<file path="config.mk">
export PLATFORM = sky130hd
export DESIGN_NAME = response_router
export DESIGN_NICKNAME = d
export VERILOG_FILES = /design/src/graph_arbiter_pkg.sv /design/src/response_router.sv
export VERILOG_INCLUDE_DIRS = /design/src
export SDC_FILE = /design/constraint.sdc
export NUM_CORES = 1
export LEC_CHECK = 0
export ABC_AREA = 0
export BUFFER_PORTS_ARGS = -buffer_cell sky130_fd_sc_hd__buf_4
export CAP_MARGIN = 10
export CORE_MARGIN = 1.5
export CORE_UTILIZATION = 32
export DETAILED_ROUTE_END_ITERATION = 8
export GPL_TIMING_DRIVEN = 0
export PLACE_DENSITY = 0.56
export SYNTH_ARGS = -nofsm -noshare
export SYNTH_HDL_FRONTEND = slang
export SYNTH_SLANG_ARGS = --single-unit
</file>
<file path="constraint.sdc">
create_clock -name clock -period 0.8 [get_ports clock]
set_input_delay 0 -clock clock [delete_from_list [all_inputs] [get_ports clock]]
set_output_delay 0 -clock clock [all_outputs]
set_load 0.03 [all_outputs]
</file>
<file path="src/graph_arbiter_settings.svh">
// Graph arbiter build settings
// CU count, buffer depths and field widths shared by the RTL and the testbench

`ifndef GRAPH_ARBITER_SETTINGS_SVH
`define GRAPH_ARBITER_SETTINGS_SVH

//////////////////////////////////////////////////////////////////////
// Compute units
//////////////////////////////////////////////////////////////////////

`define GA_NUM_GRAPH_CU 4

// Vertex units behind each graph CU, used by the enable decode
`define GA_VERTEX_CU_PER_GRAPH_CU 2

//////////////////////////////////////////////////////////////////////
// Buffers
//////////////////////////////////////////////////////////////////////

`define GA_CMD_FIFO_DEPTH 16
`define GA_VERTEX_FIFO_DEPTH 16

// Free entries left when almost-full rises
`define GA_ALMOST_FULL_MARGIN 2

// Field widths
`define GA_ADDR_BITS 48
`define GA_VERTEX_BITS 32
`define GA_EDGE_BITS 32

`endif

</file>
<file path="src/graph_arbiter_pkg.sv">
// Graph arbiter shared types
// Command, response, job, configuration and buffer status words
// passed between the arbiter blocks and the compute units

`include "graph_arbiter_settings.svh"

package graph_arbiter_pkg;

	// Index of one graph CU
	typedef logic [$clog2(`GA_NUM_GRAPH_CU)-1:0] cu_id_t;

	// Read command from a CU toward memory, size in bytes
	typedef struct packed {
		logic                     valid;
		cu_id_t                   cu_id;
		logic [`GA_ADDR_BITS-1:0] address;
		logic [7:0]               size;
	} read_command_t;

	// Memory read response, routed back by cu_id
	typedef struct packed {
		logic       valid;
		cu_id_t     cu_id;
		logic [7:0] tag;
		logic [1:0] status;
	} read_response_t;

	// One vertex job handed to a CU
	typedef struct packed {
		logic                       valid;
		logic [`GA_VERTEX_BITS-1:0] vertex_id;
		logic [`GA_EDGE_BITS-1:0]   out_degree;
		logic [`GA_EDGE_BITS-1:0]   first_edge;
	} vertex_job_t;

	// Configuration word, active unit count in the low half
	typedef struct packed {
		logic [31:0] flags;
		logic [31:0] active_units;
	} config_t;

	typedef struct packed {
		logic full;
		logic almost_full;
		logic empty;
	} fifo_status_t;

endpackage

</file>
<file path="src/response_router.sv">
// Read response router
// Registered demultiplexer that steers each memory read response onto
// the lane of the CU named in it. All other lanes stay idle

`timescale 1ns/1ps
`include "graph_arbiter_settings.svh"

module response_router import graph_arbiter_pkg::*; (
	input  logic           clock,
	input  logic           rstn,
	input  read_response_t response_in,
	output read_response_t response_cu [0:`GA_NUM_GRAPH_CU-1]
);

	logic [`GA_NUM_GRAPH_CU-1:0] lane_hit;

	// One-hot lane decode of cu_id
	always_comb begin
		for (int lane = 0; lane < `GA_NUM_GRAPH_CU; lane++) begin
			lane_hit[lane] = response_in.valid && (response_in.cu_id == cu_id_t'(lane));
		end
	end

	//////////////////////////////////////////////////////////////////////
	// Lane registers
	//////////////////////////////////////////////////////////////////////

	always_ff @(posedge clock or negedge rstn) begin
		if (!rstn) begin
			for (int lane = 0; lane < `GA_NUM_GRAPH_CU; lane++) begin
				response_cu[lane] <= '0;
			end
		end else begin
			for (int lane = 0; lane < `GA_NUM_GRAPH_CU; lane++) begin
				// Idle lanes are cleared, so a response lasts one cycle
				response_cu[lane] <= lane_hit[lane] ? response_in : '0;
			end
		end
	end

endmodule

</file>
==> results.py, run 1 <==
metrics = {
    "cells_and_area": {
        "final_cell_utilization_of_the_core_pct": 49.3,
        "multi_input_area_sq_um": 489,
        "area_delta_synth_final_pct": 46.8,
        "top_register": "response_cu",
        "largest_reg_flops": 52,
        "footprint_of_the_flip_flops_and_latches_sq_mm": 0.00130,
        "layout_top_registers": "response_cu (52)",
        "post_route_cells_drive_above_1_share_pct": 45.8,
        "final_non_filler_cell_area_sq_mm": 0.00276,
        "net_count_reported_at_finish": 207,
        "fillerInstances": 501,
        "antenna-diode-count": 0,
    },
    "global_routing": {
        "grt_start_max_net_pins": 53,
        "first_global_vias": 1305,
        "overflow_after_grt": 0,
        "global_route.usage.total_pct": 14.1,
        "grt_first_pass_wirelength_um": 6640,
        "antenna_found_initial": 0,
    },
    "worst_setup_path": {
        "critical_path_class": "flop to primary output",
        "critical_path.cell_chain": "buf_6",
        "critPathLaunchType": "flop",
        "critical_path_peak_fanout": 1,
        "required_ns": 0.80,
        "critical-path-top-delay-family": "flip-flops",
        "critPathArrivalTime_ns": 0.83,
        "largest_stage_delay_on_the_critical_path_ns": 0.40,
        "critical-path-slowest-cell": "dfrtp_1",
        "setup.worst_path.end_class": "primary output",
        "crit_buf_inv": 1,
    },
    "status": {
        "violations": "setup timing",
        "status": "finished with violations",
    },
    "sta": {
        "finalSetupViolations": 39,
        "finalHoldViolations": 0,
        "setup_repair_after_global_routing_missed_its_margin": "yes",
        "drv_slew": 0,
        "post-route-min-period_ns": 0.834,
        "achievable-frequency_ghz": 1.20,
        "timing.setup.tns_ns": -0.449,
        "fin_crit_sh_pct": 104,
        "setup_slack_ns": -0.0336,
    },
    "floorplan": {
        "core_region_area_sq_mm": 0.00561,
        "floorplan.die.width_um": 79.7,
        "core.rowCount": 27,
        "initial_core_util_pct": 33.6,
        "io-pin-count": 67,
        "die_height_um": 79.7,
        "dieArea_sq_mm": 0.00635,
    },
    "place": {
        "place.gp.congestion": 0.766,
        "dp_wirelength_um": 2930,
        "numPortBuffers": 63,
        "postPlaceCellArea_sq_mm": 0.00246,
        "dp_worst_setup_slack_ns": 0.0973,
    },
    "synth": {
        "synth_area_per_cell_sq_um": 16.2,
        "synth.most_common_cell": "dfrtp_1",
        "ys_seq_elements": 52,
        "yosys.area.top_type": "dfrtp_1",
        "synth_top_area_cells": "dfrtp_1 69%, and4b_1 11%, and4bb_2 6.6%, and4_1 4.7%, buf_6 3.0%",
        "synthesis.area_sq_mm": 0.00188,
        "yosysSeqAreaShare_pct": 69.1,
        "syn_inst": 116,
        "synth_top_cell_area_share_pct": 69.1,
        "postSynth.asyncResetShare_pct": 100,
        "yosysWarningCount": 0,
        "synthTopCellsByCount": "52 x dfrtp_1, 20 x and4b_1, 10 x and4_1, 10 x and4bb_2, 6 x clkbuf_1",
        "synth_cell_type_count": 12,
        "postSynth.topFlopCell": "dfrtp_1",
        "synth_edf_count": 0,
    },
    "clock_network": {
        "clock_tree.htree_level_count": 2,
        "cts_root_buf": "clkbuf_8",
        "clock-sinks": 52,
        "cts-root-to-sink-buffers": 2,
        "clk_transition_reported_paths_ns": 0.08,
        "numCtsBuffers": 5,
        "tritoncts": "done",
        "cts_setup_buffers": 0,
    },
    "power_and_ir_drop": {
        "power.total_mw": 4.75,
        "power-per-cell-area_mw_per_mm2": 1720,
        "power_leakage_nw": 1.44,
        "irDropWorstVdd_v": 0.000699,
    },
    "route": {
        "first_pass_iters": 4,
        "antenna_violating_nets_post_route": 0,
        "wl_per_cell_um": 15.5,
        "num_vias": 1206,
        "first_iter_violations": 30,
        "wirelength_um": 4090,
        "route.detailed.drc": 0,
        "post_drt_via_cell_ratio": 4.57,
    },
    "flow_run": {
        "cap_violations": 0,
    },
    "min_path": {
        "holdCritPathClass": "primary input to flop",
    },
}
==> cell usage in the layout, fill, tap and decap left out <==
master          n
conb_1          4
and4b_1        20
and4_1         10
buf_2           2
and3b_1         4
clkinv_2        1
clkbuf_8        5
dlygate4sd3_1   3
and3_1          3
nor3b_1         1
and4bb_2       10
buf_4          12
clkbuf_1        7
dfrtp_1        52
buf_6          58
==> path summary, 6_finish.rpt <==
path / from / endpoint / slack, ns / cells after the start
min in group asynchronous: rstn / response_cu[37] / 0.22 / 2
min: response_in[8] / response_cu[21] / 0.02 / 2
max in group asynchronous: rstn / response_cu[6] / 0.26 / 2
max: response_cu[31] / response_cu[31] / -0.03 / 1
==> metal layers <==
layer	global-route usage [%]	vias up	routed length, um
li1	-	574	-
met3	2.63	4	202
met4	3.68	0	22
met2	25.1	44	2050
met1	17.4	584	1810
met5	0	-	0
==> through the flow <==
stage | std cells | hold slack, ns
after floorplan | 119 | -0.296
after global placement | 254 | 0.0454
after detailed placement | 254 | 0.0534
after CTS | 264 | 0.00699
after global routing | 264 | 0.00898
final | 264 | 0.0185
==> where the power goes <==
| group | internal, mW | switching (mW) | total, mW |
|---|---|---|---|
| Clock | 0.596 | 0.738 | 1.33 |
| Combinational | 0.294 | 0.377 | 0.671 |
| Sequential | 2.70 | 0.0386 | 2.74 |
==> layout make-up <==
class | count | share of cell area [%]
tap | 72 | 3.26
multi-input combinational | 52 | 17.7
clock buffer | 6 | 2.63
clock inverter | 1 | 0.181
sequential | 52 | 47.1
timing repair buffer | 66 | 25.4
buffer | 15 | 3.76
==> kinds of logic (layout without fill, tap and decap cells) <==
family / count (synthesis) / count (layout) / synth area share [%]
buf+inv: 15 / 88 / 5.51
flops: 52 / 52 / 69.1
other cells: 1 / 4 / 0.199
simple gates: 48 / 48 / 25.2
==> timing repair <==
item,4_1_cts,5_1_grt
endpoints found under the setup margin,52,104
hold buffers,3,0
gates cloned,0,0
endpoints found under the hold margin,54,0
resized for setup,52,1
No activity file was read; power rests on OpenSTA's default activity.
==> inputs of run 2 (changes only) <==
--- a/config.mk
+++ b/config.mk
@@ -8,7 +8,6 @@
 export LEC_CHECK = 0
 export ABC_AREA = 0
 export BUFFER_PORTS_ARGS = -buffer_cell sky130_fd_sc_hd__buf_4
-export CAP_MARGIN = 10
 export CORE_MARGIN = 1.5
 export CORE_UTILIZATION = 32
 export DETAILED_ROUTE_END_ITERATION = 8
==> constraint.sdc (replaced) <==
create_clock -name clock -period 1.06 [get_ports clock]
set_input_delay 0 -clock clock [delete_from_list [all_inputs] [get_ports clock]]
set_output_delay 0 -clock clock [all_outputs]
set_load 0.03 [all_outputs]
==> results.py, run 2 (synthesis gave the netlist of run 1 again) <==
metrics = {
    "status": {
        "status": "finished clean",
    },
    "place": {
        "numPlacedInstances": 254,
        "place.gp.congestion": 0.766,
        "dp_wirelength_um": 2930,
        "numPortBuffers": 63,
    },
    "global_routing": {
        "overflow_after_grt": 0,
        "grt_start_max_net_pins": 53,
        "antenna_found_initial": 0,
        "grt_first_pass_wirelength_um": 6550,
        "first_global_vias": 1289,
        "global_route.usage.total_pct": 13.9,
    },
    "floorplan": {
        "floorplan.die.width_um": 79.7,
        "core.rowCount": 27,
        "initial_core_util_pct": 33.6,
        "io-pin-count": 67,
        "core_region_area_sq_mm": 0.00561,
        "dieArea_sq_mm": 0.00635,
        "die_height_um": 79.7,
    },
    "worst_setup_path": {
        "critical_path.cell_chain": "buf_4",
        "endpoint": "response_cu[23]",
        "crit_buf_inv": 1,
        "critical-path-top-delay-family": "flip-flops",
        "setup.worst_path.end_class": "primary output",
        "critical_path_class": "flop to primary output",
        "critPathLaunch": "response_cu[23]",
        "critical_path_peak_fanout": 1,
        "required_ns": 1.06,
        "critPathLaunchType": "flop",
        "path_depth": 1,
        "critical-path-slowest-cell": "dfrtp_1",
        "critPathArrivalTime_ns": 0.85,
        "largest_stage_delay_on_the_critical_path_ns": 0.39,
    },
    "power_and_ir_drop": {
        "netSwitchingFraction_pct": 24.4,
        "power.switching_mw": 0.863,
        "power.total_mw": 3.54,
        "part_of_the_power_in_the_clock_network_pct": 28.5,
        "power_leakage_nw": 1.39,
        "power-per-cell-area_mw_per_mm2": 1380,
        "irDropWorstVdd_v": 0.000515,
        "p_comb_share_pct": 13.3,
        "seqPwrFrac_pct": 58.2,
        "power_report.internal_total_mw": 2.67,
    },
    "route": {
        "wirelength_um": 4120,
        "first_pass_iters": 4,
        "antenna_violating_nets_post_route": 0,
        "route.detailed.drc": 0,
        "wl_per_cell_um": 15.6,
        "post_drt_via_cell_ratio": 4.59,
        "first_iter_violations": 32,
        "num_vias": 1213,
    },
    "cells_and_area": {
        "stdcell_count": 264,
        "net_count_reported_at_finish": 207,
        "commonest_cells_after_routing_fill_and_taps_aside": "65 x buf_4, 52 x dfrtp_1, 20 x and4b_1",
        "most_common_cell_after_layout_fill_and_taps_aside": "buf_4",
        "top_register": "response_cu",
        "layout_top_registers": "response_cu (52)",
        "antenna-diode-count": 0,
        "largest_reg_flops": 52,
        "area_delta_synth_final_pct": 36.2,
        "post_route_cells_drive_above_1_share_pct": 45.8,
    },
    "sta": {
        "post-route-min-period_ns": 0.848,
        "fin_crit_sh_pct": 80.0,
        "drv_slew": 0,
        "finalSetupViolations": 0,
        "finalHoldViolations": 0,
        "achievable-frequency_ghz": 1.18,
        "setup_repair_after_global_routing_missed_its_margin": "no",
        "timing.setup.tns_ns": 0,
        "max_slew.worst_pin.slew_ns": 0.612,
        "relSlewSlack_pct": 59.2,
    },
    "clock_network": {
        "cts_root_buf": "clkbuf_8",
        "tritoncts": "done",
        "clock-sinks": 52,
        "cts-root-to-sink-buffers": 2,
        "numCtsBuffers": 5,
        "clk_transition_reported_paths_ns": 0.08,
        "clock_tree.htree_level_count": 2,
    },
    "min_path": {
        "whs_path_depth": 2,
        "holdCritPathClass": "primary input to flop",
    },
    "flow_run": {
        "cap_violations": 0,
    },
}
## run 2: through the flow
stage          hold slack, ns  utilization, %  instance area (sq um)  setup slack, ns
3_3_place_gp           0.0454            43.8                   2460            0.381
2_1_floorplan          -0.296               -                   1890            0.472
5_1_grt               0.00898            45.7                   2560            0.181
3_5_place_dp           0.0534            43.8                   2460            0.357
4_1_cts               0.00699            45.7                   2560            0.195
6_report               0.0215            45.7                   2560            0.212
## run 2: metal layers
metal	global-route usage (%)	routed length, um	up-vias
li1	-	-	577
met3	2.63	225	6
met4	4.39	49	0
met2	24.9	2030	48
met5	0	0	-
met1	16.9	1810	582
## run 2: worst min path at each step
stage | end | start | slack [ns]
6_report | response_cu[18] | response_in[5] | 0.02
3_3_place_gp | response_cu[37] | rstn | 0.05
3_5_place_dp | response_cu[37] | rstn | 0.05
2_1_floorplan | response_cu[0] | rstn | -0.30
5_1_grt | response_cu[18] | response_in[5] | 0.009
4_1_cts | response_cu[30] | response_in[4] | 0.007
## run 2: power by group through the flow
stage	logic [mW]	clock network [mW]	registers, mW
finish	0.470	1.01	2.06
global placement	0.457	0	2.10
detailed placement	0.465	0	2.10
global route	0.507	1.13	2.06
CTS	0.474	1.05	2.06
floorplan	0.125	0	2.22
## run 2: cell type report
type	count	area [sq um]
Multi-Input combinational cell	52	489
Buffer	15	104
Sequential cell	52	1300
Fill cell	530	3040
Timing Repair Buffer	66	503
Clock buffer	6	72.6
Clock inverter	1	5.00
Tap cell	72	90.1
## run 2: repair_timing
item / 4_1_cts / 5_1_grt
hold buffers: 3 / 0
setup endpoints to repair: 0 / 0
resized for setup: 0 / 0
setup buffers: 0 / 0
endpoints found under the hold margin: 54 / 0
