**config.mk**
```make
export PLATFORM = sky130hd
export DESIGN_NAME = done_counter_reduce
export DESIGN_NICKNAME = d
export VERILOG_FILES = /design/src/done_counter_reduce.sv
export VERILOG_INCLUDE_DIRS = /design/src
export SDC_FILE = /design/constraint.sdc
export NUM_CORES = 1
export LEC_CHECK = 0
export BUFFER_PORTS_ARGS = -buffer_cell sky130_fd_sc_hd__buf_2
export CORE_UTILIZATION = 40
export DETAILED_ROUTE_END_ITERATION = 6
export PLACE_DENSITY = 0.69
export RECOVER_POWER = 25
export SLEW_MARGIN = 10
export SYNTH_ARGS = -nofsm -noshare
export SYNTH_HDL_FRONTEND = slang
export SYNTH_SLANG_ARGS = --single-unit
```
**constraint.sdc**
```tcl
create_clock -name clock -period 0.8 [get_ports clock]
set_input_delay 0.12 -clock clock [delete_from_list [all_inputs] [get_ports clock]]
set_output_delay 0.12 -clock clock [all_outputs]
set_load 0.02 [all_outputs]
```
**src/graph_arbiter_settings.svh**
```systemverilog
// Graph arbiter build settings
// CU count, buffer depths and field widths shared by the RTL and the testbench

`ifndef GRAPH_ARBITER_SETTINGS_SVH
`define GRAPH_ARBITER_SETTINGS_SVH

//////////////////////////////////////////////////////////////////////
// Compute units
//////////////////////////////////////////////////////////////////////

`define GA_NUM_GRAPH_CU 4

// Vertex units behind each graph CU, used by the enable decode
`define GA_VERTEX_CU_PER_GRAPH_CU 2

//////////////////////////////////////////////////////////////////////
// Buffers
//////////////////////////////////////////////////////////////////////

`define GA_CMD_FIFO_DEPTH 16
`define GA_VERTEX_FIFO_DEPTH 16

// Free entries left when almost-full rises
`define GA_ALMOST_FULL_MARGIN 2

// Field widths
`define GA_ADDR_BITS 48
`define GA_VERTEX_BITS 32
`define GA_EDGE_BITS 32

`endif

```
**src/done_counter_reduce.sv**
```systemverilog
// Done counter reduction
// Registered totals of the per-CU vertex and edge done counters

`timescale 1ns/1ps
`include "graph_arbiter_settings.svh"

module done_counter_reduce (
	input  logic                       clock,
	input  logic                       rstn,
	input  logic                       enabled,
	input  logic [`GA_VERTEX_BITS-1:0] vertex_done_cu [0:`GA_NUM_GRAPH_CU-1],
	input  logic [`GA_EDGE_BITS-1:0]   edge_done_cu [0:`GA_NUM_GRAPH_CU-1],
	output logic [`GA_VERTEX_BITS-1:0] vertex_done_total,
	output logic [`GA_EDGE_BITS-1:0]   edge_done_total
);

	logic [`GA_VERTEX_BITS-1:0] vertex_sum;
	logic [`GA_EDGE_BITS-1:0]   edge_sum;

	// Totals wrap at the counter width
	always_comb begin
		vertex_sum = '0;
		edge_sum   = '0;
		for (int lane = 0; lane < `GA_NUM_GRAPH_CU; lane++) begin
			vertex_sum = vertex_sum + vertex_done_cu[lane];
			edge_sum   = edge_sum + edge_done_cu[lane];
		end
	end

	always_ff @(posedge clock or negedge rstn) begin
		if (!rstn) begin
			vertex_done_total <= '0;
			edge_done_total   <= '0;
		end else if (enabled) begin
			vertex_done_total <= vertex_sum;
			edge_done_total   <= edge_sum;
		end
	end

endmodule

```
==> results of run 1 <==
==> cells in the final DEF (no fill, tap or decap), types with 8 or more instances in the layout <==
| cell type | instances |
|---|---|
| nand4_1 | 11 |
| clkbuf_16 | 9 |
| inv_2 | 31 |
| ha_4 | 32 |
| xnor2_1 | 29 |
| nor2_1 | 29 |
| xor2_1 | 20 |
| buf_2 | 234 |
| o21ai_0 | 16 |
| ha_1 | 30 |
| a21o_1 | 19 |
| fa_1 | 113 |
| o21ai_1 | 11 |
| a21oi_4 | 12 |
| dfrtp_1 | 64 |
| a21oi_1 | 38 |
| mux2_4 | 42 |
| inv_1 | 314 |
| buf_4 | 210 |
| buf_6 | 119 |
| nand2_1 | 40 |
| nand3_1 | 10 |
| a21oi_2 | 17 |
| fa_2 | 11 |
| o21bai_1 | 8 |
| xnor2_2 | 10 |
==> layout make-up <==
type,instances,area (µm²),area share
multi-input combinational,629,7640,0.4957
tap,313,391.6,0.02541
clock buffer,12,246.5,0.01599
sequential,64,1602,0.1039
clock inverter,4,20.02,0.001299
inverter,351,1358,0.08808
timing repair buffer,568,4156,0.2697
==> sequential cells by signal, summed over array words and instances, names as in the netlist <==
register	cells
edge_done_total	32
vertex_done_total	32
==> worst max-delay path, delay by kind of cell <==
kind / cells / cell delay (ns)
XOR/XNOR: 1 / 0.07
AO/OA/AOI/OAI: 6 / 1.31
buffers and inverters: 1 / 0.09
multiplexers: 1 / 0.25
adder cells (fa/ha/maj): 4 / 1.58
==> Yosys cell counts, types with 4 or more instances <==
| cell type | number |
|---|---|
| mux2_2 | 47 |
| clkbuf_1 | 23 |
| xnor2_1 | 41 |
| dfrtp_1 | 64 |
| inv_1 | 351 |
| o21bai_1 | 9 |
| a31oi_1 | 7 |
| a21o_1 | 19 |
| and3_1 | 8 |
| ha_1 | 62 |
| o21a_1 | 4 |
| o21ai_0 | 36 |
| a21oi_1 | 66 |
| nand2_1 | 45 |
| xor2_1 | 23 |
| nand3_1 | 12 |
| a211oi_1 | 7 |
| nor2b_1 | 5 |
| nand4_1 | 11 |
| nand2b_1 | 5 |
| nor2_1 | 36 |
| fa_1 | 124 |
==> worst max-delay path by stage <==
stage / from / to / slack, ns / cells past startpoint
after detailed placement: edge_done_cu[1] / edge_done_total[31]$_DFFE_PN0P_ / -2.85 / 13
after CTS: edge_done_cu[1] / edge_done_total[25]$_DFFE_PN0P_ / -2.41 / 13
after floorplan: edge_done_cu[1] / edge_done_total[25]$_DFFE_PN0P_ / -2.52 / 12
after global routing: edge_done_cu[1] / edge_done_total[25]$_DFFE_PN0P_ / -2.51 / 13
after global placement: edge_done_cu[1] / edge_done_total[31]$_DFFE_PN0P_ / -2.78 / 13
final: edge_done_cu[1] / edge_done_total[25]$_DFFE_PN0P_ / -2.40 / 13
==> per-layer routing <==
metal / wire length [µm] / part of all wire / track usage / vias to the layer above
met3: 1107 / 0.038 / 0.02690 / 81
met4: 1184 / 0.041 / 0.09147 / 0
li1: - / - / - / 4381
met5: 0 / 0 / 0 / -
met2: 15330 / 0.53 / 0.4245 / 295
met1: 11360 / 0.39 / 0.2649 / 4384
==> what timing repair did <==
item / CTS / global route
gates cloned: 0 / 0
setup buffers: 45 / 38
resized for setup: 284 / 119
hold buffers: 1 / 0
endpoints found under the hold margin: 64 / 0
pin swaps: 94 / 78
endpoints found under the setup margin: 128 / 128
==> logic make-up after synthesis <==
kind of cell / Yosys count / synth area share
multiplexers: 49 / 0.05941
adder cells (fa/ha/maj): 186 / 0.3492
AO/OA/AOI/OAI: 192 / 0.1360
flip-flops: 64 / 0.1717
buffers and inverters: 378 / 0.1526
AND/OR/NAND/NOR: 138 / 0.07107
XOR/XNOR: 64 / 0.06008
==> where the power goes <==
| group | internal (mW) | leakage (nW) | switching (mW) |
|---|---|---|---|
| Combinational | 20.2 | 7.41 | 17.2 |
| Sequential | 4.93 | 0.746 | 1.38 |
| Clock | 2.16 | 0.136 | 1.54 |
| Total | 27.3 | 8.30 | 20.1 |
==> impl_metrics.json, run 1 <==
{
  "clk_pin_slew_worst_paths_ns": 0.06,
  "synthArstFlopShare": 1.000,
  "slowest_delay_ns": 0.55,
  "hold_violations": 0,
  "synth_seq_area_share": 0.1717,
  "drcViolationCount": 0,
  "whs_path_depth": 3,
  "worstReg2RegStart": "edge_done_total[25]$_DFFE_PN0P_",
  "reg2reg_depth": 2,
  "ff2ff_setup_slack_ns": -0.14,
  "gp_congestion": 0.8904,
  "fill_cells": 1665,
  "synth_top_flop_cell": "dfrtp_1",
  "worst_pin_slew_ns": 0.4400,
  "holdWs_ns": 0.1630,
  "antennaDiodeCount": 0,
  "critPathMaxFanout": 3,
  "worstSetupPathType": "primary input to flip-flop",
  "fin_crit_sh": 3.997,
  "place_hpwl_um": 20870,
  "drtPass1Iterations": 4,
  "fin_nets": 2068,
  "synth-seq-cells": 64,
  "fin_util": 0.6767,
  "num_vias": 9141,
  "fin_cells": 1941,
  "htreeDepth": 3,
  "synthToLayoutAreaGrowth_pct": 65.20,
  "vias_per_cell": 4.709,
  "clockBufferDepth": 2,
  "netlist_instances": 1071,
  "min-delay-start": "edge_done_cu[96]",
  "hold_path_end": "edge_done_total[0]$_DFFE_PN0P_",
  "crit_slowest_cell": "fa_1",
  "netlist.area_leader.share": 0.2661,
  "synthTopCellsByArea": "fa_1 (27%), dfrtp_1 (17%), inv_1 (14%)",
  "status": "finished with violations",
  "synth_warnings": 0,
  "place_area_um2": 12810,
  "die_y_um": 154.7,
  "synth_edf_count": 0,
  "worst_slack_ns": -2.398,
  "wire_per_inst_um": 14.93,
  "synth_cell_types": 65,
  "final-setup-viol-count": 128,
  "yosys.area.top_type": "fa_1",
  "crit_top_cell": "fa_1",
  "grt_usage": 0.2280,
  "layout-drive-gt1-share": 0.5000,
  "skew_ns": 0,
  "io_buffer_count": 322,
  "setup-tns-final_ns": -131.46,
  "grt_pass1_vias": 9548,
  "drtIter0Drc": 392,
  "reg2reg_to": "edge_done_total[25]$_DFFE_PN0P_",
  "leakagePower_nw": 8.296,
  "syn_area_um2": 9330,
  "grt_max_degree": 34,
  "insertion_delay_ns": 0.34,
  "synth_nets": 1516,
  "grt_pass1_wl_um": 43850,
  "rows": 55,
  "clock_sinks": 64,
  "drtAntennaViolNets": 0,
  "violations": "negative setup slack",
  "total_power_mw": 47.45,
  "design.die.area_um2": 23940,
  "cts_tree": "done",
  "peakVddDrop_mv": 1.556,
  "setup.worst_path.end_class": "flip-flop",
  "powerDensity_nw_per_um2": 3079,
  "avgSynthCellArea_um2": 8.712,
  "critPathLaunchType": "primary input",
  "crit_chain": "buf_6, fa_1, fa_1, ha_4, fa_2, a21o_1, a221oi_4, o31a_2, o21ai_2, a211o_1, a21boi_2, xnor2_1, mux2_4",
  "root_buffer": "clkbuf_16",
  "rsz0062_at_grt": "yes",
  "slew_violations": 0,
  "die_x_um": 154.7,
  "cts_inserted_buffers": 9,
  "ios": 323,
  "antenna_found_initial": 0,
  "final.min_clock_period_ns": 3.198,
  "drt_wl_total_um": 28980,
  "fin_area_um2": 15410,
  "max_slew_margin": 0.7049,
  "drv_cap": 0,
  "core_area_um2": 22780,
  "cp_data_required_time_ns": 1.02,
  "dp_cells": 1847,
  "grt_overflow": 0,
  "crit_arrival_ns": 3.42,
  "hold_path.class": "primary input to flip-flop",
  "initial_utilization": 0.4096,
  "pre_cts_ws_ns": -2.852,
  "fmax_ghz": 0.3127
}
Note: power is estimated with default switching activity, not from simulation.
==> run 2: changes to the inputs <==
BUFFER_PORTS_ARGS = not set   (was -buffer_cell sky130_fd_sc_hd__buf_2)
CORE_MARGIN = 3   (was not set)
DONT_BUFFER_PORTS = 1   (was not set)
PLACE_DENSITY = 0.57   (was 0.69)
==> run 2 against run 1 <==
Against the previous run: final cell count is 15% lower; cell area is 12% lower; clock skew stayed put; sequential power is 3% lower; largest power group unchanged; via count is 14% lower; the run ends with negative hold slack, negative setup slack left; combinational power is 10% lower; first-iteration DRC count is 51% lower; die area is 5.2% higher; sequential share of layout area is 1.4 points higher; clock-buffer cell count is 1 lower; hold slack worse by 0.68 ns; highest routed layer unchanged; largest cell class unchanged; power is 7.7% lower.
==> impl_metrics.json, run 2 (synthesized netlist as in run 1, its figures left out) <==
{
  "met1_usage": 0.2373,
  "grt_pass1_wl_um": 40640,
  "status": "finished with violations",
  "clk_pin_slew_worst_paths_ns": 0.06,
  "layout-drive-gt1-share": 0.3688,
  "cts_tree": "done",
  "critPathMaxFanout": 3,
  "violations": "negative hold slack, negative setup slack",
  "powerDensity_nw_per_um2": 3237,
  "cts_inserted_buffers": 9,
  "clockBufferDepth": 2,
  "antenna_found_initial": 0,
  "dp_cells": 1583,
  "num_vias": 7885,
  "rows": 55,
  "die_y_um": 158.7,
  "setup.worst_path.end_class": "flip-flop",
  "final-setup-viol-count": 128,
  "top_regs": "edge_done_total (32), vertex_done_total (32)",
  "place_hpwl_um": 19550,
  "worst_slack_ns": -2.361,
  "place_area_um2": 11590,
  "rsz0062_at_grt": "yes",
  "drcViolationCount": 0,
  "drt_wl_total_um": 24220,
  "drtIter0Drc": 192,
  "skew_ns": 0,
  "fmax_ghz": 0.3164,
  "fin_cells": 1658,
  "core_area_um2": 22780,
  "total_power_mw": 43.80,
  "grt_max_degree": 71,
  "crit_arrival_ns": 3.37,
  "setup-tns-final_ns": -122.90,
  "vias_per_cell": 4.756,
  "grt_pass1_vias": 8521,
  "drtAntennaViolNets": 0,
  "synthToLayoutAreaGrowth_pct": 45.03,
  "mostFrequentLayoutCell": "inv_1",
  "wire_per_inst_um": 14.61,
  "worstSetupPathType": "primary input to flip-flop",
  "design.die.area_um2": 25190,
  "gr-usage-met3": 0.02609,
  "cp_data_required_time_ns": 1.01,
  "peakVddDrop_mv": 1.117,
  "ios": 323,
  "die_x_um": 158.7,
  "gp_congestion": 0.8509,
  "holdWs_ns": -0.5166,
  "antennaDiodeCount": 0,
  "critPathLaunchType": "primary input",
  "insertion_delay_ns": 0.33,
  "slew_violations": 0,
  "gr-max-usage-layer": "met2",
  "fin_area_um2": 13530,
  "drtPass1Iterations": 4,
  "grt_overflow": 0,
  "leakagePower_nw": 7.079,
  "fin_nets": 1786,
  "max_slew_margin": 0.6884,
  "worst_pin_slew_ns": 0.4635,
  "use_met2": 0.3550,
  "fin_crit_sh": 3.951,
  "initial_utilization": 0.4096,
  "final.min_clock_period_ns": 3.161,
  "clock_sinks": 64,
  "io_buffer_count": 0,
  "pre_cts_ws_ns": -2.811,
  "root_buffer": "clkbuf_16",
  "grt_usage": 0.1921,
  "htreeDepth": 3,
  "drv_cap": 0,
  "hold_violations": 120,
  "final_cell_mix": "inv_1 (338), buf_4 (196), fa_1 (117), buf_6 (90), dfrtp_1 (64)",
  "hold_path.class": "primary input to async pin"
}
==> run 2: layer usage <==
layer  share of wire  vias up
li1                -     3832
met1            0.42     3814
met2            0.52      216
met3           0.040       23
met4           0.014        0
met5               0        -
==> run 2: final cells by class <==
type | instances | area [µm²]
fillers | 1948 | 9246
flip-flops and latches | 64 | 1602
inverters | 351 | 1363
clock buffers | 11 | 242.7
multi-input cells | 629 | 7403
clock inverters | 4 | 45.04
well taps | 313 | 391.6
repair buffers | 286 | 2485
==> run 2: critical path: stages <==
cell and delay [ns]:
fa_1 0.54, fa_1 0.45, ha_4 0.20, fa_2 0.35, a21o_1 0.21, a221oi_4 0.32, o31a_2 0.25, o21ai_4 0.07
a211o_4 0.37, a21boi_2 0.14, xnor2_1 0.08, mux2_4 0.26
==> run 2: timing repair <==
item                                    4_1_cts  5_1_grt
buffers inserted                             49       26
gates resized for setup                     151       90
hold endpoints to repair                    121      121
endpoints found under the setup margin      128      128
pin swaps                                    58       57
==> run 2: power by group <==
part | internal [mW] | switching (mW) | leakage [nW] | total [mW]
clock | 2.47 | 1.54 | 0.145 | 4.01
combinational | 18.4 | 15.3 | 6.19 | 33.6
sequential | 4.93 | 1.22 | 0.746 | 6.15
==> run 2: per-stage QoR <==
step / utilization / hold slack [ns]
finish: 0.5941 / -0.5166
global route: 0.5941 / -0.5399
CTS: 0.5670 / -0.5343
detailed placement: 0.5089 / -0.1728
global placement: 0.5089 / -0.1730
floorplan: - / -0.1756
==> run 2: final timing paths <==
kind / start / end / slack, ns / cells after the start
hold / removal: rstn / vertex_done_total[26]$_DFFE_PN0P_ / -0.52 / 0
min in group clock: enabled / edge_done_total[18]$_DFFE_PN0P_ / -0.12 / 1
setup / recovery: edge_done_cu[1] / edge_done_total[25]$_DFFE_PN0P_ / -2.36 / 12
setup reg to reg: edge_done_total[2]$_DFFE_PN0P_ / edge_done_total[2]$_DFFE_PN0P_ / -0.11 / 2
hold reg to reg: vertex_done_total[23]$_DFFE_PN0P_ / vertex_done_total[23]$_DFFE_PN0P_ / 0.52 / 2
max in group asynchronous: rstn / edge_done_total[24]$_DFFE_PN0P_ / 1.22 / 0
