$ cat config.mk
export PLATFORM = sky130hd
export DESIGN_NAME = sync_fifo
export DESIGN_NICKNAME = d
export VERILOG_FILES = /design/src/graph_arbiter_pkg.sv /design/src/sync_fifo.sv
export VERILOG_INCLUDE_DIRS = /design/src
export SDC_FILE = /design/constraint.sdc
export NUM_CORES = 1
export LEC_CHECK = 0
export BUFFER_PORTS_ARGS = -buffer_cell sky130_fd_sc_hd__buf_2
export CAP_MARGIN = 20
export CORE_MARGIN = 8
export CORE_UTILIZATION = 61
export CTS_CLUSTER_DIAMETER = 100
export DETAILED_ROUTE_END_ITERATION = 6
export GPL_TIMING_DRIVEN = 0
export PLACE_DENSITY = 0.79
export SYNTH_ARGS = -nofsm -noshare
export SYNTH_HDL_FRONTEND = slang
export SYNTH_SLANG_ARGS = --single-unit
$ cat constraint.sdc
create_clock -name clock -period 3.1 [get_ports clock]
set_input_delay 0 -clock clock [delete_from_list [all_inputs] [get_ports clock]]
set_output_delay 0 -clock clock [all_outputs]
set_load 0.05 [all_outputs]
$ cat src/graph_arbiter_settings.svh
// Graph arbiter build settings
// CU count, buffer depths and field widths shared by the RTL and the testbench

`ifndef GRAPH_ARBITER_SETTINGS_SVH
`define GRAPH_ARBITER_SETTINGS_SVH

//////////////////////////////////////////////////////////////////////
// Compute units
//////////////////////////////////////////////////////////////////////

`define GA_NUM_GRAPH_CU 4

// Vertex units behind each graph CU, used by the enable decode
`define GA_VERTEX_CU_PER_GRAPH_CU 2

//////////////////////////////////////////////////////////////////////
// Buffers
//////////////////////////////////////////////////////////////////////

`define GA_CMD_FIFO_DEPTH 16
`define GA_VERTEX_FIFO_DEPTH 16

// Free entries left when almost-full rises
`define GA_ALMOST_FULL_MARGIN 2

// Field widths
`define GA_ADDR_BITS 48
`define GA_VERTEX_BITS 32
`define GA_EDGE_BITS 32

`endif

$ cat src/graph_arbiter_pkg.sv
// Graph arbiter shared types
// Command, response, job, configuration and buffer status words
// passed between the arbiter blocks and the compute units

`include "graph_arbiter_settings.svh"

package graph_arbiter_pkg;

	// Index of one graph CU
	typedef logic [$clog2(`GA_NUM_GRAPH_CU)-1:0] cu_id_t;

	// Read command from a CU toward memory, size in bytes
	typedef struct packed {
		logic                     valid;
		cu_id_t                   cu_id;
		logic [`GA_ADDR_BITS-1:0] address;
		logic [7:0]               size;
	} read_command_t;

	// Memory read response, routed back by cu_id
	typedef struct packed {
		logic       valid;
		cu_id_t     cu_id;
		logic [7:0] tag;
		logic [1:0] status;
	} read_response_t;

	// One vertex job handed to a CU
	typedef struct packed {
		logic                       valid;
		logic [`GA_VERTEX_BITS-1:0] vertex_id;
		logic [`GA_EDGE_BITS-1:0]   out_degree;
		logic [`GA_EDGE_BITS-1:0]   first_edge;
	} vertex_job_t;

	// Configuration word, active unit count in the low half
	typedef struct packed {
		logic [31:0] flags;
		logic [31:0] active_units;
	} config_t;

	typedef struct packed {
		logic full;
		logic almost_full;
		logic empty;
	} fifo_status_t;

endpackage

$ cat src/sync_fifo.sv
// Synchronous FIFO
// Circular buffer with an occupancy count, giving full, almost-full and
// empty. The head word is visible on data_out without a pop

`timescale 1ns/1ps
`include "graph_arbiter_settings.svh"

module sync_fifo import graph_arbiter_pkg::*; #(
	parameter int WIDTH = 8,
	parameter int DEPTH = 16
) (
	input  logic             clock,
	input  logic             rstn,
	input  logic             push,
	input  logic [WIDTH-1:0] data_in,
	input  logic             pop,
	output logic [WIDTH-1:0] data_out,
	output fifo_status_t     status
);

	localparam int PTR_BITS = $clog2(DEPTH);

	logic [WIDTH-1:0]    mem [0:DEPTH-1];
	logic [PTR_BITS-1:0] write_ptr;
	logic [PTR_BITS-1:0] read_ptr;
	logic [PTR_BITS:0]   count;
	logic                do_push;
	logic                do_pop;

	// Push into a full buffer and pop from an empty one are dropped
	assign do_push = push && !status.full;
	assign do_pop  = pop && !status.empty;

	assign status = '{
		full:        (count == (PTR_BITS+1)'(DEPTH)),
		almost_full: (count >= (PTR_BITS+1)'(DEPTH - `GA_ALMOST_FULL_MARGIN)),
		empty:       (count == '0)
	};

	assign data_out = mem[read_ptr];

	always_ff @(posedge clock) begin
		if (do_push) begin
			mem[write_ptr] <= data_in;
		end
	end

	always_ff @(posedge clock or negedge rstn) begin
		if (!rstn) begin
			write_ptr <= '0;
			read_ptr  <= '0;
			count     <= '0;
		end else begin
			if (do_push) begin
				write_ptr <= (write_ptr == PTR_BITS'(DEPTH - 1)) ? '0 : write_ptr + 1'b1;
			end
			if (do_pop) begin
				read_ptr <= (read_ptr == PTR_BITS'(DEPTH - 1)) ? '0 : read_ptr + 1'b1;
			end
			// Simultaneous push and pop leave the count unchanged
			if (do_push && !do_pop) begin
				count <= count + 1'b1;
			end else if (do_pop && !do_push) begin
				count <= count - 1'b1;
			end
		end
	end

endmodule

==> run metrics, run 1 <==
fmax=342 MHz; Seq pwr share=35.3%; DRT antenna net count=0; first-pass GRT wire length=between 15 and 20 mm; Max Buffers Root-to-Sink=2; kind of critical path=flop to flop; Design Power=6.91 mW; Synth async-reset ratio=under 10%; buffers inserted by post-CTS timing repair=0; Syn Std Cell Area=slightly below 6000 µm²; reg2reg start=count[1]; post-route minimum period=2920 ps; Die Span X=115 µm; unrepaired setup endpoints after global routing=false; hold_sp=pop; number of remaining DRC errors=0; layout cells sized above 1=29.5%; Required @ worst endpoint=about 3600 ps; Worst Path Max Fanout=5; max-cap viol count=0; setup TNS=0 ps; final setup vio count=0; Pleak=between 2 and 2.5 nW; final slew viol count=0; gr ovfl total=0; Seq/Total Area, Yosys=70.4%; initial antenna violation count=0; Final GP Congestion=0.853; Comb power frac=37.1%; Hold Fails Final Rpt=0; Worst-Margin Slew=784 ps; cts bufs inserted=17; Via Count=3,152; YS warnings=0; prevailing post-synth register cell=edfxtp_1; largest net degree at the start of global routing=17; Hold Path Class=input port to flop; startpoint types=flop; Clock power frac=between 20% and 30%; ant diodes=0; IO Port Bufs=22; final period utilization=94.2%; net switching power=2.40 mW; skew final=5.73 ps; vias in the first global route=3,133; Worst-path clk slew=60 ps; Synth cell types=38; Critical Path AT=3370 ps; die span in y=115 µm; site row count=36; gr usage total=19.4%; Die ar.=13,100 µm²; Area growth syn-to-layout=16.6%; clk_lat worst skew=530 ps; drt total wl=11.8 mm; dpl hpwl=7.66 mm; crit path launch=count[1]; CTS tree=yes; Net Count, Synth=349; Initial DRC Count=321; Ports=23; pwr dens=~1000 nW/µm²; Avg Cell Area, Syn=between 15 and 20 µm²; initial core utilization=between 60 and 70%; Net Sw Frac=a little over a third; vias per cell=around 5.9; detailed-route wire length per cell=22.2 µm; Sink Count=~140; most common cell after layout, fill and taps aside=edfxtp_1; htree depth=4; most frequent cells in the layout=128 x edfxtp_1, 29 x buf_2, 24 x mux4_2; Post-synth EDFFs=roughly 130; Syn Inst Count=327; Worst VDD drop=0.587 mV; status=finished, final reports clean; Yosys reg bits=141; CP endpoint kind=flop; CORE AREA=9590 µm²; Max-slew headroom=47.6%; NumNets Final=406; CTS root buf=clkbuf_8; Cell Int Power=4.51 mW; DRT Pass-1 Iters=5
-- layer usage --
layer,GRT usage [%],vias up,wire (µm)
li1,-,1398,-
met1,24.6,1592,4870
met2,30.4,133,5730
met3,5.75,29,890
met4,8.34,0,267
met5,0,-,0
-- critical path, cell delays in order, from the launching register on --
cell and delay (ps):
dfrtp_1 420, or4_4 570, o21a_2 270, inv_2 130
ha_1 230, inv_1 120, ha_1 330, a21o_1 190
a21oi_1 190, mux2i_1 250, xnor2_1 140
-- synthesized netlist by cell type (all sizes together), types with 2 or more instances --
cell    instances  area, µm²
edfxtp        128       3840
mux4           24        541
nor2           17       66.3
inv            16       60.1
mux2           16        218
nand2          16       62.6
o21ai          15       75.1
buf            14        119
dfrtp          13        325
ha              9        113
nor2b           9       56.3
a221o           8       80.1
o221ai          8        120
nor3            5       25.0
a21o            4       30.0
nand3           4       20.0
xnor2           4       35.0
a21oi           3       15.0
nand2b          3       18.8
clkbuf          2       7.51
xor2            2       17.5
-- flip-flops by register name, indices dropped and copies added, names as in the netlist --
signal / flops
read_ptr: 4
mem: 128
write_ptr: 4
count: 5
-- timing repair --
action                                 in CTS  in global routing
hold buffers                               12                  0
setup endpoints to repair                   0                  1
endpoints found under the hold margin     146                  0
gates resized for setup                     0                  1
-- stage by stage --
| step | area, µm² | worst slack, ps | utilization, % | hold slack [ps] | instances |
|---|---|---|---|---|---|
| finish | 6900 | 179 | 71.9 | 432 | 530 |
| global route | 6900 | 21.8 | 71.9 | 436 | 530 |
| CTS | 6900 | 126 | 71.9 | 423 | 530 |
| detailed placement | 6220 | 165 | 64.8 | -76.3 | 486 |
| global placement | 6200 | 243 | 64.6 | -76.2 | 482 |
| floorplan | 5920 | 42.9 | - | -296 | 327 |
-- path summary, 6_finish.rpt --
| check | end | slack [ps] | cells after the start |
|---|---|---|---|
| setup / recovery | count[4] | 180 | 10 |
| hold / removal | read_ptr[1] | 430 | 5 |
| setup reg to reg | count[4] | 180 | 10 |
| hold reg to reg | count[4] | 540 | 1 |
| max in group asynchronous | read_ptr[1] | 2030 | 3 |
| min in group asynchronous | write_ptr[0] | 600 | 3 |
-- power by group through the flow --
stage | combinational [mW] | sequential, mW | clock [mW]
after floorplan | 1.96 | 2.44 | 0
after detailed placement | 2.54 | 2.48 | 0
after CTS | 2.57 | 2.44 | 1.92
after global routing | 2.75 | 2.46 | 2.01
final | 2.56 | 2.44 | 1.91
after global placement | 2.49 | 2.46 | 0
-- layout make-up --
class | count | area [µm²]
Buffer | 16 | 126
Clock buffer | 25 | 474
Clock inverter | 7 | 87.6
Fill cell | 601 | 2690
Inverter | 16 | 60.1
Multi-Input combinational cell | 154 | 1570
Sequential cell | 141 | 4170
Tap cell | 133 | 166
Timing Repair Buffer | 38 | 253
-- kinds of logic after synthesis --
family          count (synthesis)  synth area share [%]
simple gates                   56                  4.50
compound gates                 41                  5.83
buf+inv                        32                  3.15
mux                            41                  13.0
xor+xnor                        6                 0.888
flops                         141                  70.4
fa+ha+maj                      10                  2.24
Note: power is estimated with default switching activity, not from simulation.
==> run 2: changes to the inputs <==
- CORE_UTILIZATION: 61 -> 55
- PLACE_DENSITY: 0.79 -> 0.72
==> run 2 against run 1 <==
Effect of this change: highest routed layer unchanged; critical endpoint unchanged; non-clock buffer count down 1; die area up 9.4%; sequential power about the same; clock-buffer cell count down 8; critical path type unchanged; clock skew up 0.85 ps; via count down 3.1%; design area up 0.13%; utilization down 7.1 points; clock power about the same; maximum frequency up 0.12%.
==> run metrics, run 2 (synthesized netlist as in run 1, its figures left out) <==
fin cells=536; vias in the first global route=3,145; Die Span X=120 µm; pwr dens=1000 nW/µm²; final setup vio count=0; initial antenna violation count=0; Area growth syn-to-layout=16.7%; Max-slew headroom=roughly 43%; initial core utilization=55.6%; Cell Int Power=roughly 4.4 mW; Net Sw Frac=a little over a third; die span in y=120 µm; Max Buffers Root-to-Sink=2; NumNets Final=405; startpoint types=flop; site row count=38; Worst-path clk slew=70 ps; Initial DRC Count=269; DRT Pass-1 Iters=4; htree depth=4; vias per cell=5.70; hold_sp=push; Worst VDD drop=0.588 mV; Required @ worst endpoint=3540 ps; ant diodes=0; Worst Hold Path EP=write_ptr[1]; final slew viol count=0; Worst Path Max Fanout=5; unrepaired setup endpoints after global routing=false; most frequent cells in the layout=128 x edfxtp_1, 26 x buf_2, 24 x mux4_2; r2r endpoint=count[4]; Multi-input gate area=1570 µm²; setup TNS=0 ps; Via Count=3,053; CTS resizes=0; fillers=761; IO Port Bufs=22; Seq pwr share=35.2%; gr ovfl total=0; reg2reg start=count[1]; Hold Path Class=input port to flop; clk_lat worst skew=about 520 ps; Final GP Congestion=0.798; number of remaining DRC errors=0; Hold Fails Final Rpt=0; detailed-route wire length per cell=22.0 µm; Reg2Reg Setup Slack=180 ps; Worst-Margin Slew=855 ps; largest net degree at the start of global routing=17; Reg with most FFs=mem; Die ar.=around 14,000 µm²; CP endpoint kind=flop; Clock power frac=approximately 28%; post-route minimum period=2920 ps; skew final=~6.6 ps; max-cap viol count=0; gr usage total=17.3%; status=finished, final reports clean; dpl hpwl=around 7.9 mm; Hold Path Cell Cnt=4; fmax=roughly 340 MHz; Critical Path AT=roughly 3400 ps; most common cell after layout, fill and taps aside=edfxtp_1; Ports=23; Sink Count=141; layout cells sized above 1=30.6%; CORE AREA=10,700 µm²; CTS root buf=clkbuf_8; drt total wl=11.8 mm; cts bufs inserted=17; kind of critical path=flop to flop; Comb power frac=roughly 37%; CTS tree=yes; Top Registers=mem (128), count (5); reg2reg path depth=10; DRT antenna net count=0; max reg flops=between 100 and 150; placed cells=between 400 and 500; Pleak=2.43 nW; first-pass GRT wire length=18.3 mm; net switching power=2.52 mW; final period utilization=94.1%; register area=between 4000 and 5000 µm²
## run 2: final cells by class
type	instances	share of cell area, %
Sequential cell	141	60.3
Multi-Input combinational cell	154	22.6
Clock buffer	17	5.99
Timing Repair Buffer	37	3.62
Tap cell	140	2.53
Clock inverter	15	2.19
Buffer	16	1.83
Inverter	16	0.869
## run 2: per-stage QoR
step                instance area, µm²  util [%]  power, mW  hold slack [ps]  setup slack, ps
detailed placement                6240      58.6       5.05            -81.2              204
finish                            6910      64.9       6.93             22.6              183
CTS                               6910      64.9       6.98             19.7              167
floorplan                         5920         -       4.40             -296             42.9
global route                      6910      64.9       7.24             24.8             22.1
global placement                  6210      58.3       4.98            -88.2              299
## run 2: metal layers
metal | vias to the layer above | GRT usage (%) | part of all wire, %
li1 | 1403 | - | -
met1 | 1548 | 22.2 | 41
met2 | 93 | 28.5 | 52
met3 | 9 | 4.09 | 6.8
met4 | 0 | 5.93 | 0.68
met5 | - | 0 | 0
## run 2: critical path, cell delays in order (launching register included)
cell     delay (ps)
dfrtp_1         430
or4_4           570
o21a_1          250
inv_2           120
ha_1            210
inv_1           110
ha_1            330
a21o_1          200
a21oi_1         170
mux2i_1         290
xnor2_1         150
## run 2: worst max-delay path by stage
stage / slack (ps) / end / depth (start not counted) / startpoint
after floorplan: 40 / count[4] / 11 / count[1]
after global placement: 300 / count[4] / 10 / count[1]
after detailed placement: 200 / count[4] / 10 / count[1]
after CTS: 170 / count[4] / 10 / count[1]
after global routing: 20 / count[4] / 10 / count[1]
final: 180 / count[4] / 10 / count[1]
## run 2: power groups by stage
stage	combinational, mW	clock (mW)	sequential, mW
3_3_place_gp	2.51	0	2.47
5_1_grt	2.76	2.02	2.46
2_1_floorplan	1.96	0	2.44
3_5_place_dp	2.57	0	2.48
4_1_cts	2.60	1.94	2.44
6_report	2.57	1.93	2.44
## run 2: timing repair
action,in CTS,in global routing
hold endpoints to repair,145,0
hold buffers,11,0
buffers inserted,0,0
==> run 3: changes to the inputs <==
- CTS_BUF_LIST: unset -> sky130_fd_sc_hd__clkbuf_8
==> run 3 against run 2 <==
Effect of this change: critical path type unchanged; non-clock buffer count unchanged; die area unchanged; worst hold slack improved by 93 ps; combinational power about the same; flip-flop and latch count unchanged; final cell count did not move; routed wire length down 0.49%; worst setup slack improved by 0.68 ps; clock skew increased by 4.5 ps; largest power group unchanged; largest cell class unchanged; total power down 7.2%; maximum frequency barely moved.
==> run metrics, run 3 (synthesized netlist as in run 1, its figures left out) <==
status=finished, final reports clean; most common cell after layout, fill and taps aside=edfxtp_1; kind of critical path=flop to flop; Sink Count=141; largest net degree at the start of global routing=17; most used cell, CP=ha_1; layout cells sized above 1=a little under a third; fmax=roughly 340 MHz; unrepaired setup endpoints after global routing=false; Worst-Margin Slew=between 800 and 900 ps; final slew viol count=0; clk_lat worst skew=approximately 430 ps; final period utilization=94.1%; Worst-path clk slew=approximately 80 ps; CTS tree=yes; initial core utilization=55.6%; dpl hpwl=7.91 mm; fillers=800; cts bufs inserted=17; gr usage total=17.2%; pwr dens=955 nW/µm²; vias in the first global route=3,167; CTS resizes=0; Critical Path AT=around 3300 ps; Worst Path Buf+Inv=2; DRT antenna net count=0; slowest cell delay on critical path=570 ps; detailed-route wire length per cell=~22 µm; DRT Pass-1 Iters=4; post-route minimum period=2920 ps; NumNets Final=405; Core Util, Final=63.2%; ant diodes=0; Die ar.=14,300 µm²; CTS root buf=clkbuf_8; CORE AREA=10,700 µm²; Worst path top cell family by delay=compound AO/OA/AOI/OAI gates; die span in y=120 µm; Die Span X=120 µm; Hold Fails Final Rpt=0; Reg with most FFs=mem; Hold Path Class=input port to flop; startpoint types=flop; Worst VDD drop=roughly 0.48 mV; drt total wl=between 10 and 15 mm; number of remaining DRC errors=0; setup TNS=0 ps; Area growth syn-to-layout=13.7%; register area=4170 µm²; Multi-input gate area=1570 µm²; Initial DRC Count=268; CTS Hold Bufs=11; final setup vio count=0; slowest stage cell, crit path=or4_4; Max-slew headroom=43.4%; worst path cell trace=or4_4 -> o21a_1 -> inv_2 -> ha_1 -> inv_1 -> ha_1 -> a21o_1 -> a21oi_1 -> mux2i_1 -> xnor2_1; CP endpoint kind=flop; first-pass GRT wire length=18.1 mm; vias per cell=5.76; gr ovfl total=0; Max Buffers Root-to-Sink=2; most frequent cells in the layout=128 x edfxtp_1, 26 x buf_2, 24 x mux4_2; Pleak=2.35 nW; IO Port Bufs=22; skew final=about 11 ps; site row count=38; Top Registers=mem (128), count (5); Worst Path Max Fanout=5; Ports=23; initial antenna violation count=0; buffers inserted by post-CTS timing repair=0; Final GP Congestion=0.798; max reg flops=128; max-cap viol count=0; Required @ worst endpoint=3450 ps; htree depth=4; Via Count=3,086
## run 3: cell counts in the layout (fill, tap and decap cells not counted)
Identical to the previous run, type by type.
## run 3: worst paths after layout
check                      startpoint           end  slack, ps  cells past startpoint
setup reg to reg             count[1]      count[4]        180                     10
hold reg to reg              count[4]      count[4]        540                      1
hold / removal                   push  write_ptr[1]        120                      4
max in group asynchronous        rstn   read_ptr[0]       1960                      3
min in group asynchronous        rstn  write_ptr[2]        690                      3
setup / recovery             count[1]      count[4]        180                     10
## run 3: through the flow
stage | power [mW] | std cells | area (µm²) | worst slack, ps | hold WS [ps]
2_1_floorplan | 4.40 | 327 | 5920 | 42.9 | -296
3_3_place_gp | 4.98 | 489 | 6210 | 299 | -88.2
3_5_place_dp | 5.05 | 493 | 6240 | 204 | -81.2
4_1_cts | 6.48 | 536 | 6730 | 163 | 98.3
5_1_grt | 6.73 | 536 | 6730 | 17.0 | 110
6_report | 6.43 | 536 | 6730 | 183 | 115
## run 3: where the power goes
part | internal (mW) | switching, mW | total [mW]
Sequential | 2.32 | 0.115 | 2.43
Clock | 0.663 | 0.761 | 1.42
Combinational | 0.990 | 1.58 | 2.57
Total | 3.97 | 2.46 | 6.43
## run 3: final cells by class
cell class | instances | share of cell area [%]
Tap cell | 140 | 2.60
Inverter | 16 | 0.892
Buffer | 16 | 1.88
Clock buffer | 17 | 3.48
Sequential cell | 141 | 61.9
Multi-Input combinational cell | 154 | 23.3
Timing Repair Buffer | 37 | 3.72
Clock inverter | 15 | 2.25
## run 3: worst min-delay path: cells and delay by family
kind / cells / cell delay (ps)
AO/OA/AOI/OAI: 1 / 110
buffers and inverters: 2 / 230
AND/OR/NAND/NOR: 1 / 160
## run 3: routing by layer
metal  vias to the layer above  track usage, %  share of wire (%)
li1                       1403               -                  -
met4                         0            6.56               0.74
met1                      1595            22.1                 42
met3                         8            3.48                4.9
met2                        80            28.5                 53
met5                         -               0                  0
